`src/verilog/rs_pkg.sv`:
```
////////////////////
// Shared widths, entry count and enums for the issue cluster
// Modules import this with a wildcard inside the body and use
// scoped names in their port lists
////////////////////

package rs_pkg;

	localparam int DATA_W     = 32;                     // Operand and result width
	localparam int TAG_W      = 5;                      // Physical tag width, 32 tags
	localparam int RS_ENTRIES = 4;                      // Reservation station depth
	localparam int FUNC_W     = 3;                      // Raw function code width
	localparam int IDX_W      = $clog2(RS_ENTRIES);     // Entry index width
	localparam int SHAMT_W    = $clog2(DATA_W);         // Shift amount, low bits of b

	////////////////////
	// ALU opcodes, in function code order
	////////////////////
	typedef enum logic [FUNC_W-1:0] {
		ALU_ADD = 3'd0,
		ALU_SUB = 3'd1,
		ALU_AND = 3'd2,
		ALU_OR  = 3'd3,
		ALU_XOR = 3'd4,
		ALU_SLL = 3'd5,
		ALU_SRL = 3'd6,
		ALU_SLT = 3'd7                                  // Signed compare
	} alu_op_e;

	////////////////////
	// Entry occupancy
	////////////////////
	typedef enum logic [1:0] {
		ENTRY_FREE  = 2'd0,                             // Slot available to dispatch
		ENTRY_WAIT  = 2'd1,                             // Holding, operand still pending
		ENTRY_READY = 2'd2                              // Both operands present
	} entry_state_e;

endpackage
```
`src/verilog/rs_if.sv`:
```
////////////////////
// Bundles between decode, the entries, the selector and the ALU
// dispatch_if carries one-hot entry writes, issue_if carries the
// single-cycle issue strobe
////////////////////

`timescale 1ns/1ps

interface dispatch_if;
	import rs_pkg::*;

	logic [RS_ENTRIES-1:0] load;                        // One-hot entry write
	alu_op_e               op;                          // Decoded opcode
	logic [DATA_W-1:0]     a;                           // Value, or tag when not ready
	logic                  a_ready;
	logic [DATA_W-1:0]     b;                           // Value, or tag when not ready
	logic                  b_ready;
	logic [TAG_W-1:0]      dest;                        // Destination physical tag

	modport decode (output load, op, a, a_ready, b, b_ready, dest);
	modport entry  (input  load, op, a, a_ready, b, b_ready, dest);
endinterface

interface issue_if;
	import rs_pkg::*;

	logic              valid;                           // One pulse per instruction
	alu_op_e           op;
	logic [DATA_W-1:0] a;
	logic [DATA_W-1:0] b;
	logic [TAG_W-1:0]  dest;

	modport select  (output valid, op, a, b, dest);
	modport execute (input  valid, op, a, b, dest);
endinterface

```
`src/verilog/alu_execute.sv`:
```
////////////////////
// Single ALU with its result register. The registered output is the
// result stage and drives CDB1
////////////////////

`timescale 1ns/1ps

module alu_execute (
	input  logic                      clock,
	input  logic                      reset,
	issue_if.execute                  iss,
	output logic                      result_valid,
	output logic [rs_pkg::TAG_W-1:0]  result_tag,
	output logic [rs_pkg::DATA_W-1:0] result_value
);
	import rs_pkg::*;

	logic [DATA_W-1:0]  alu_out;
	logic [SHAMT_W-1:0] shamt;

	assign shamt = iss.b[SHAMT_W-1:0];                   // Low 5 bits of b

	always_comb
	begin
		case (iss.op)
			ALU_ADD: alu_out = iss.a + iss.b;
			ALU_SUB: alu_out = iss.a - iss.b;
			ALU_AND: alu_out = iss.a & iss.b;
			ALU_OR:  alu_out = iss.a | iss.b;
			ALU_XOR: alu_out = iss.a ^ iss.b;
			ALU_SLL: alu_out = iss.a << shamt;
			ALU_SRL: alu_out = iss.a >> shamt;           // Logical
			ALU_SLT: alu_out = {{(DATA_W-1){1'b0}}, $signed(iss.a) < $signed(iss.b)};
			default: alu_out = '0;
		endcase
	end

	always_ff @(posedge clock)
	begin
		if (reset)
			result_valid <= 1'b0;
		else
			result_valid <= iss.valid;
	end

	// Broadcast payload, held between results
	always_ff @(posedge clock)
	begin
		if (iss.valid)
		begin
			result_tag   <= iss.dest;
			result_value <= alu_out;
		end
	end

endmodule

```
`src/verilog/dispatch_decode.sv`:
```
////////////////////
// Dispatch front end. Decodes the function code, bypasses any
// source tag seen on a CDB this cycle and writes the lowest free entry
////////////////////

`timescale 1ns/1ps

module dispatch_decode (
	input  logic                          dispatch_valid,    // Single-cycle strobe
	input  logic [rs_pkg::FUNC_W-1:0]     dispatch_func,
	input  logic [rs_pkg::TAG_W-1:0]      dispatch_dest,
	input  logic [rs_pkg::DATA_W-1:0]     dispatch_a_value,
	input  logic [rs_pkg::TAG_W-1:0]      dispatch_a_tag,
	input  logic                          dispatch_a_ready,
	input  logic [rs_pkg::DATA_W-1:0]     dispatch_b_value,
	input  logic [rs_pkg::TAG_W-1:0]      dispatch_b_tag,
	input  logic                          dispatch_b_ready,
	input  logic                          flush,
	input  logic                          cdb1_valid,        // Own ALU result
	input  logic [rs_pkg::TAG_W-1:0]      cdb1_tag,
	input  logic [rs_pkg::DATA_W-1:0]     cdb1_value,
	input  logic                          cdb2_valid,        // External bus
	input  logic [rs_pkg::TAG_W-1:0]      cdb2_tag,
	input  logic [rs_pkg::DATA_W-1:0]     cdb2_value,
	input  logic [rs_pkg::RS_ENTRIES-1:0] entry_free,
	output logic                          rs_full,
	dispatch_if.decode                    disp
);
	import rs_pkg::*;

	logic [DATA_W:0]   src_a;                            // {ready, value or tag}
	logic [DATA_W:0]   src_b;
	logic [IDX_W-1:0]  alloc_idx;
	logic              alloc_found;

	// Pending source picks up a value broadcast this same cycle, CDB2 first
	function automatic logic [DATA_W:0] resolve_src(
		input logic              ready,
		input logic [DATA_W-1:0] value,
		input logic [TAG_W-1:0]  tag
	);
		logic [DATA_W:0] res;
		if (ready)
			res = {1'b1, value};
		else if (cdb2_valid && cdb2_tag == tag)
			res = {1'b1, cdb2_value};
		else if (cdb1_valid && cdb1_tag == tag)
			res = {1'b1, cdb1_value};
		else
			res = {1'b0, {(DATA_W-TAG_W){1'b0}}, tag};       // Park tag in value field
		return res;
	endfunction

	assign src_a = resolve_src(dispatch_a_ready, dispatch_a_value, dispatch_a_tag);
	assign src_b = resolve_src(dispatch_b_ready, dispatch_b_value, dispatch_b_tag);

	assign disp.a_ready = src_a[DATA_W];
	assign disp.a       = src_a[DATA_W-1:0];
	assign disp.b_ready = src_b[DATA_W];
	assign disp.b       = src_b[DATA_W-1:0];
	assign disp.dest    = dispatch_dest;
	assign rs_full      = ~|entry_free;                  // Status only, no stall

	always_comb
	begin
		case (dispatch_func)
			3'd0:    disp.op = ALU_ADD;
			3'd1:    disp.op = ALU_SUB;
			3'd2:    disp.op = ALU_AND;
			3'd3:    disp.op = ALU_OR;
			3'd4:    disp.op = ALU_XOR;
			3'd5:    disp.op = ALU_SLL;
			3'd6:    disp.op = ALU_SRL;
			default: disp.op = ALU_SLT;
		endcase
	end

	// Lowest-indexed free entry wins
	always_comb
	begin
		alloc_found = 1'b0;
		alloc_idx   = '0;
		for (int i = RS_ENTRIES - 1; i >= 0; i--)
		begin
			if (entry_free[i])
			begin
				alloc_found = 1'b1;
				alloc_idx   = IDX_W'(i);
			end
		end
		disp.load = '0;
		if (dispatch_valid && alloc_found && !flush)      // Dropped when full or flushing
			disp.load[alloc_idx] = 1'b1;
	end

endmodule

```
`src/verilog/issue_select.sv`:
```
////////////////////
// Fixed-priority issue. Lowest ready entry is freed and its fields
// registered onto the issue bus, one instruction per cycle
////////////////////

`timescale 1ns/1ps

module issue_select (
	input  logic                          clock,
	input  logic                          reset,
	input  rs_pkg::entry_state_e          entry_state [rs_pkg::RS_ENTRIES],
	input  rs_pkg::alu_op_e               entry_op    [rs_pkg::RS_ENTRIES],
	input  logic [rs_pkg::DATA_W-1:0]     entry_a     [rs_pkg::RS_ENTRIES],
	input  logic [rs_pkg::DATA_W-1:0]     entry_b     [rs_pkg::RS_ENTRIES],
	input  logic [rs_pkg::TAG_W-1:0]      entry_dest  [rs_pkg::RS_ENTRIES],
	output logic [rs_pkg::RS_ENTRIES-1:0] issue_free,        // One-hot free of winner
	issue_if.select                       iss
);
	import rs_pkg::*;

	logic [IDX_W-1:0] winner;
	logic             found;

	always_comb
	begin
		found      = 1'b0;
		winner     = '0;
		issue_free = '0;
		for (int i = RS_ENTRIES - 1; i >= 0; i--)        // Last hit is lowest index
		begin
			if (entry_state[i] == ENTRY_READY)
			begin
				found  = 1'b1;
				winner = IDX_W'(i);
			end
		end
		if (found)
			issue_free[winner] = 1'b1;
	end

	always_ff @(posedge clock)
	begin
		if (reset)
			iss.valid <= 1'b0;
		else
			iss.valid <= found;                          // Strobe, never held
	end

	// Issue payload
	always_ff @(posedge clock)
	begin
		if (found)
		begin
			iss.op   <= entry_op[winner];
			iss.a    <= entry_a[winner];
			iss.b    <= entry_b[winner];
			iss.dest <= entry_dest[winner];
		end
	end

endmodule

```
`src/verilog/rs_cluster_top.sv`:
```
////////////////////
// Issue cluster top level. Decode, four entries, the issue selector
// and the ALU, with CDB1 fed back from the ALU result register
////////////////////

`timescale 1ns/1ps

module rs_cluster_top (
	input  logic                      clock,
	input  logic                      reset,
	input  logic                      dispatch_valid,
	input  logic [rs_pkg::FUNC_W-1:0] dispatch_func,
	input  logic [rs_pkg::TAG_W-1:0]  dispatch_dest,
	input  logic [rs_pkg::DATA_W-1:0] dispatch_a_value,
	input  logic [rs_pkg::TAG_W-1:0]  dispatch_a_tag,
	input  logic                      dispatch_a_ready,
	input  logic [rs_pkg::DATA_W-1:0] dispatch_b_value,
	input  logic [rs_pkg::TAG_W-1:0]  dispatch_b_tag,
	input  logic                      dispatch_b_ready,
	input  logic                      flush,             // Free every entry
	input  logic                      ext_cdb_valid,     // CDB2
	input  logic [rs_pkg::TAG_W-1:0]  ext_cdb_tag,
	input  logic [rs_pkg::DATA_W-1:0] ext_cdb_value,
	output logic                      rs_full,
	output logic                      result_valid,      // CDB1
	output logic [rs_pkg::TAG_W-1:0]  result_tag,
	output logic [rs_pkg::DATA_W-1:0] result_value
);
	import rs_pkg::*;

	dispatch_if disp ();
	issue_if    iss ();

	entry_state_e          entry_state [RS_ENTRIES];
	alu_op_e               entry_op    [RS_ENTRIES];
	logic [DATA_W-1:0]     entry_a     [RS_ENTRIES];
	logic [DATA_W-1:0]     entry_b     [RS_ENTRIES];
	logic [TAG_W-1:0]      entry_dest  [RS_ENTRIES];
	logic [RS_ENTRIES-1:0] entry_free;
	logic [RS_ENTRIES-1:0] issue_free;

	dispatch_decode decode_i (
		.dispatch_valid   (dispatch_valid),
		.dispatch_func    (dispatch_func),
		.dispatch_dest    (dispatch_dest),
		.dispatch_a_value (dispatch_a_value),
		.dispatch_a_tag   (dispatch_a_tag),
		.dispatch_a_ready (dispatch_a_ready),
		.dispatch_b_value (dispatch_b_value),
		.dispatch_b_tag   (dispatch_b_tag),
		.dispatch_b_ready (dispatch_b_ready),
		.flush            (flush),
		.cdb1_valid       (result_valid),
		.cdb1_tag         (result_tag),
		.cdb1_value       (result_value),
		.cdb2_valid       (ext_cdb_valid),
		.cdb2_tag         (ext_cdb_tag),
		.cdb2_value       (ext_cdb_value),
		.entry_free       (entry_free),
		.rs_full          (rs_full),
		.disp             (disp)
	);

	////////////////////
	// Entry array
	////////////////////
	for (genvar g = 0; g < RS_ENTRIES; g++)
	begin : g_entry
		rs_entry #(.ENTRY_INDEX(g)) entry_i (
			.clock      (clock),
			.reset      (reset),
			.disp       (disp),
			.cdb1_valid (result_valid),
			.cdb1_tag   (result_tag),
			.cdb1_value (result_value),
			.cdb2_valid (ext_cdb_valid),
			.cdb2_tag   (ext_cdb_tag),
			.cdb2_value (ext_cdb_value),
			.flush      (flush),
			.issue_free (issue_free[g]),
			.state      (entry_state[g]),
			.op         (entry_op[g]),
			.a          (entry_a[g]),
			.b          (entry_b[g]),
			.dest       (entry_dest[g])
		);

		assign entry_free[g] = (entry_state[g] == ENTRY_FREE);
	end

	issue_select select_i (
		.clock       (clock),
		.reset       (reset),
		.entry_state (entry_state),
		.entry_op    (entry_op),
		.entry_a     (entry_a),
		.entry_b     (entry_b),
		.entry_dest  (entry_dest),
		.issue_free  (issue_free),
		.iss         (iss)
	);

	alu_execute alu_i (
		.clock        (clock),
		.reset        (reset),
		.iss          (iss),
		.result_valid (result_valid),
		.result_tag   (result_tag),
		.result_value (result_value)
	);

endmodule

```
`src/verilog/rs_entry.sv`:
```
////////////////////
// One reservation station entry. Holds an instruction until both
// operands are present, snooping both CDBs for pending tags.
// Freed on issue or flush
////////////////////

`timescale 1ns/1ps

module rs_entry #(
	parameter int ENTRY_INDEX = 0                        // Bit of disp.load for this slot
) (
	input  logic                      clock,
	input  logic                      reset,
	dispatch_if.entry                 disp,
	input  logic                      cdb1_valid,
	input  logic [rs_pkg::TAG_W-1:0]  cdb1_tag,
	input  logic [rs_pkg::DATA_W-1:0] cdb1_value,
	input  logic                      cdb2_valid,
	input  logic [rs_pkg::TAG_W-1:0]  cdb2_tag,
	input  logic [rs_pkg::DATA_W-1:0] cdb2_value,
	input  logic                      flush,             // Free regardless of state
	input  logic                      issue_free,        // Selected for issue this cycle
	output rs_pkg::entry_state_e      state,
	output rs_pkg::alu_op_e           op,
	output logic [rs_pkg::DATA_W-1:0] a,
	output logic [rs_pkg::DATA_W-1:0] b,
	output logic [rs_pkg::TAG_W-1:0]  dest
);
	import rs_pkg::*;

	logic in_use;
	logic a_ready;
	logic b_ready;
	logic load;
	logic a_hit1, a_hit2;                                // Tag matches per bus
	logic b_hit1, b_hit2;

	assign load   = disp.load[ENTRY_INDEX];

	assign a_hit1 = in_use && !a_ready && cdb1_valid && (cdb1_tag == a[TAG_W-1:0]);
	assign a_hit2 = in_use && !a_ready && cdb2_valid && (cdb2_tag == a[TAG_W-1:0]);
	assign b_hit1 = in_use && !b_ready && cdb1_valid && (cdb1_tag == b[TAG_W-1:0]);
	assign b_hit2 = in_use && !b_ready && cdb2_valid && (cdb2_tag == b[TAG_W-1:0]);

	always_comb
	begin
		if (!in_use)
			state = ENTRY_FREE;
		else if (a_ready && b_ready)
			state = ENTRY_READY;
		else
			state = ENTRY_WAIT;
	end

	////////////////////
	// Occupancy and ready bits
	////////////////////
	always_ff @(posedge clock)
	begin
		if (reset || flush || issue_free)                // Flush beats load
		begin
			in_use  <= 1'b0;
			a_ready <= 1'b0;
			b_ready <= 1'b0;
		end
		else if (load)
		begin
			in_use  <= 1'b1;
			a_ready <= disp.a_ready;
			b_ready <= disp.b_ready;
		end
		else
		begin
			if (a_hit1 || a_hit2)
				a_ready <= 1'b1;
			if (b_hit1 || b_hit2)
				b_ready <= 1'b1;
		end
	end

	////////////////////
	// Instruction fields and operand capture
	////////////////////
	always_ff @(posedge clock)
	begin
		if (load && !flush)
		begin
			op   <= disp.op;
			a    <= disp.a;
			b    <= disp.b;
			dest <= disp.dest;
		end
		else
		begin
			if (a_hit2)                                  // CDB2 wins on double match
				a <= cdb2_value;
			else if (a_hit1)
				a <= cdb1_value;
			if (b_hit2)
				b <= cdb2_value;
			else if (b_hit1)
				b <= cdb1_value;
		end
	end

endmodule

```
`config.mk`:
```
export PLATFORM = sky130hd
export DESIGN_NAME = rs_cluster_top
export DESIGN_NICKNAME = d
export VERILOG_FILES = /design/src/verilog/rs_pkg.sv /design/src/verilog/rs_if.sv /design/src/verilog/alu_execute.sv /design/src/verilog/dispatch_decode.sv /design/src/verilog/issue_select.sv /design/src/verilog/rs_cluster_top.sv /design/src/verilog/rs_entry.sv
export SDC_FILE = /design/constraint.sdc
export NUM_CORES = 1
export LEC_CHECK = 0
export ABC_AREA = 1
export BUFFER_PORTS_ARGS = -buffer_cell sky130_fd_sc_hd__buf_2
export CELL_PAD_IN_SITES_DETAIL_PLACEMENT = 1
export CELL_PAD_IN_SITES_GLOBAL_PLACEMENT = 2
export CORE_AREA = 2 2 306 308
export CTS_CLUSTER_DIAMETER = 50
export DETAILED_ROUTE_END_ITERATION = 7
export DIE_AREA = 0 0 308 310
export GPL_TIMING_DRIVEN = 0
export PLACE_DENSITY_LB_ADDON = 0.25
export SLEW_MARGIN = 20
export SYNTH_ARGS = -nofsm -noshare
export SYNTH_HDL_FRONTEND = slang
export SYNTH_SLANG_ARGS = --single-unit
```
`constraint.sdc`:
```
create_clock -name clock -period 3.4 [get_ports clock]
set_input_delay 0.17 -clock clock [delete_from_list [all_inputs] [get_ports clock]]
set_output_delay 0.17 -clock clock [all_outputs]
set_load 0.1 [all_outputs]
```
==> summary.md <==
| Metric | Value |
|---|---|
| Status | finished, violations left |
| Failing checks | setup timing |
| Cell Area, Synth | 32950 um^2 |
| Crit path max fanout | 33 |
| Root Buffer | clkbuf_16 |
| CTS tree | yes |
| Number of antenna violations at the first check in global routing | 10 |
| Main flop type after synthesis | edfxtp_1 |
| Max incr delay on CP | 0.86 ns |
| VDD IR max | 0.3271 mV |
| Largest net degree at the start of global routing | 61 |
| # rows | 112 |
| Worst reg2reg startpoint | g_entry[0].entry_i.in_use |
| Skew final | 0.02421 ns |
| Max Transition Viols Final | 0 |
| Lkg Pwr | 16.91 nW |
| CP endpoint | g_entry[0].entry_i.a[20] |
| Min-Delay Path Class | input pin to register |
| R2R Setup Slk | -0.14 ns |
| Hold Fails Final Rpt | 0 |
| Levels on crit path | 5 |
| Initial Utilization | 35.62% |
| Unique cell type count in the Yosys netlist | 54 |
| Worst Tran Pin Value | 1.222 ns |
| # DRC | 0 |
| Drt pass-1 iters | 5 |
| Vias per inst | 6.037 |
| Crit-path cells | inv_2, or2_1, a211oi_2, nand3_1, nand3_4 |
| Global route overflow | 0 |
| Worst R2R End | g_entry[0].entry_i.a[20] |
| Vias in the first global route | 37430 |
| Pwr dens | 355.9 nW/um^2 |
| WL/cell | 32.29 um |
| Family with the most delay on the worst path | simple AND/OR/NAND/NOR gates |
| Setup-failing EPs final | 67 |
| TNS Setup | -6.659 ns |
| First-pass GRT wire length | 283500 um |
| Final ANT Viol Nets | 0 |
| Die width | 308 um |
| Die ar. | 95480 um^2 |
| CTS Buffer Depth | 3 |
| Clk Latency, worst-skew pair | 0.66 ns |
| Worst Path Buf+Inv | 1 |
| P&R area growth vs syn | 17.68% |
| Worst path required time | 3.67 ns |
| Fraction of registers with async set/reset | 0% |
| Fin crit share | 104.2% |
| H-tree levels | 3 |
| GP Congestion | 1.024 |
| Number of buffers inserted by port buffering | 159 |
| Nets | 5330 |
| Post-synth EDFFs | 397 |
| Crit path DAT | 3.82 ns |
| Reg clk slew, reported paths | 0.06 ns |
| CP startpoint | g_entry[0].entry_i.in_use |
| Syn Inst Count | 4796 |
| Worst Setup Start Kind | register |
| Hpwl dp | 159100 um |
| Number of max-cap violations | 0 |
| Pwr Total | 13.80 mW |
| R2r worst-path depth | 5 |
| CTS Buf Count | 69 |
| Crit path kind | register to register |
| Syn avg cell area | 6.870 um^2 |
| Core region area | 92490 um^2 |
| RSZ-0062 raised after global routing | true |
| Slew headroom | 18.51% |
| Final WL | 205300 um |
| Synthesized net count | 5021 |
| Vias after detailed routing | 38380 |
| Kind of end point of the critical path | register |
| Post-layout min period | 3.542 ns |
| Sequential fraction of the synthesis area | 37.03% |
| Clock sink count | 411 |
| IO Count | 165 |
| DR iter-0 viols | 4093 |
| Seq cells post-synth | 411 |
| Syn. warnings | 0 |
| Crit-path slowest cell | a211oi_2 |
| Die Ht | 310 um |
| Layout cells sized above 1 | 10.59% |
| GRT Util Overall | 42.18% |
| Fmax | 0.2823 GHz |
| Worst Slack Setup Final | -0.1424 ns |
cells in the final DEF, fill, tap and decap left out, types with 10 or more instances in the layout:
cell	Yosys	routed
nor3_1	34	31
clkbuf_2	2	26
o21a_1	17	17
a21oi_1	139	134
clkinv_1	5	13
inv_2	8	12
nand3_1	704	694
o21bai_1	12	12
dfxtp_1	14	13
buf_1	42	31
buf_6	10	11
o21ai_0	339	333
buf_4	6	18
edfxtp_1	397	397
ha_1	97	96
nor2_1	387	377
a22oi_1	18	18
clkbuf_1	168	144
o211ai_1	19	19
nand2_1	1401	1396
buf_2	66	227
o22ai_1	47	47
o21ai_1	91	95
or2_2	66	66
inv_1	399	395
clkbuf_16	0	71
xor2_1	27	27
nor2_2	2	11
a211oi_1	10	10
nand4_1	191	191
dlygate4sd3_1	0	69
sequential cells by signal, summed over array words and instances (netlist names):
register                 count
g_entry.entry_i.in_use       4
select_i.iss.valid           1
alu_i.result_tag             5
select_i.iss.b              32
g_entry.entry_i.b_ready      4
g_entry.entry_i.op          12
select_i.iss.a              32
g_entry.entry_i.dest        20
g_entry.entry_i.a_ready      4
alu_i.result_value          32
alu_i.result_valid           1
select_i.iss.dest            5
g_entry.entry_i.b          128
g_entry.entry_i.a          128
select_i.iss.op              3
how the worst min path moves through the flow:
stage / start / to / depth (start not counted)
2_1_floorplan: reset / select_i.iss.valid / 1
3_3_place_gp: reset / select_i.iss.valid / 2
3_5_place_dp: reset / select_i.iss.valid / 2
4_1_cts: dispatch_b_value[15] / g_entry[1].entry_i.b[15] / 4
5_1_grt: dispatch_b_value[15] / g_entry[0].entry_i.b[15] / 4
6_report: dispatch_a_value[6] / g_entry[2].entry_i.a[6] / 4
logic make-up after synthesis:
kind of cell | after synthesis | synth area share [%]
flops | 411 | 37.03
fa+ha+maj | 99 | 3.805
mux | 4 | 0.1215
compound gates | 724 | 12.26
buf+inv | 708 | 8.628
simple gates | 2816 | 37.24
xor+xnor | 34 | 0.9039
routing by layer:
metal / global-route usage [%] / vias up / share of wire [%]
met3: 7.111 / 568 / 7.9
li1: - / 16910 / -
met5: 0 / - / 0.011
met1: 50.88 / 18860 / 39
met4: 30.22 / 4 / 8.1
met2: 68.44 / 2045 / 45
cell usage after synthesis (all sizes together) (5+ instances only):
| library cell | instances | area (um^2) |
|---|---|---|
| a211oi | 13 | 120.1 |
| a21oi | 143 | 730.7 |
| a221oi | 15 | 168.9 |
| a22oi | 18 | 135.1 |
| buf | 124 | 645.6 |
| clkbuf | 170 | 640.6 |
| clkinv | 7 | 28.78 |
| dfxtp | 14 | 280.3 |
| edfxtp | 397 | 11920 |
| ha | 97 | 1214 |
| inv | 407 | 1528 |
| nand2 | 1403 | 5276 |
| nand3 | 707 | 3553 |
| nand3b | 5 | 37.54 |
| nand4 | 192 | 1216 |
| nor2 | 389 | 1465 |
| nor3 | 35 | 180.2 |
| nor4 | 6 | 43.79 |
| o211ai | 19 | 142.6 |
| o21a | 17 | 127.6 |
| o21ai | 430 | 2152 |
| o21bai | 12 | 90.09 |
| o221ai | 5 | 43.79 |
| o22ai | 47 | 294.0 |
| or2 | 69 | 431.7 |
| xnor2 | 7 | 61.31 |
| xor2 | 27 | 236.5 |
worst register-to-register path, delay by kind of cell (launching register included):
kind / cells / cell delay (ns)
and+or+nand+nor: 3 / 1.75
DFF: 1 / 0.41
AOI/OAI and AO/OA: 1 / 0.86
buffers and inverters: 1 / 0.08
through the flow:
step           utilization, %  instances  hold slack [ns]  instance area, um^2  worst slack, ns
2_1_floorplan               -       4796           0.2391                32950           0.1365
3_3_place_gp            38.10       6152           0.3839                35240           -1.382
3_5_place_dp            38.38       6157           0.3795                35490           -1.411
4_1_cts                 41.83       6355        0.0006818                38690         0.004001
5_1_grt                 41.91       6355          0.04269                38760         -0.01464
6_report                41.92       6358          0.02010                38770          -0.1424
layout make-up:
class | instances | area (um^2)
Antenna cell | 3 | 7.507
Multi-Input combinational cell | 3677 | 18150
Inverter | 414 | 1563
Buffer | 288 | 1331
Sequential cell | 411 | 12210
Clock inverter | 50 | 539.3
Tap cell | 1197 | 1498
Fill cell | 11850 | 53720
Timing Repair Buffer | 244 | 1689
Clock buffer | 74 | 1788
timing repair:
action / in CTS / in global routing
resized for setup: 48 / 42
setup endpoints to repair: 46 / 22
hold buffers: 69 / 0
endpoints found under the hold margin: 160 / 0
buffers inserted: 7 / 3
pin swaps: 0 / 1
where the power goes:
part           switching (mW)  total [mW]  internal, mW
Sequential             0.0220        5.58          5.56
Combinational           0.671       0.931         0.260
Clock                    2.99        7.28          4.29
Note: power is estimated with default switching activity, not from simulation.
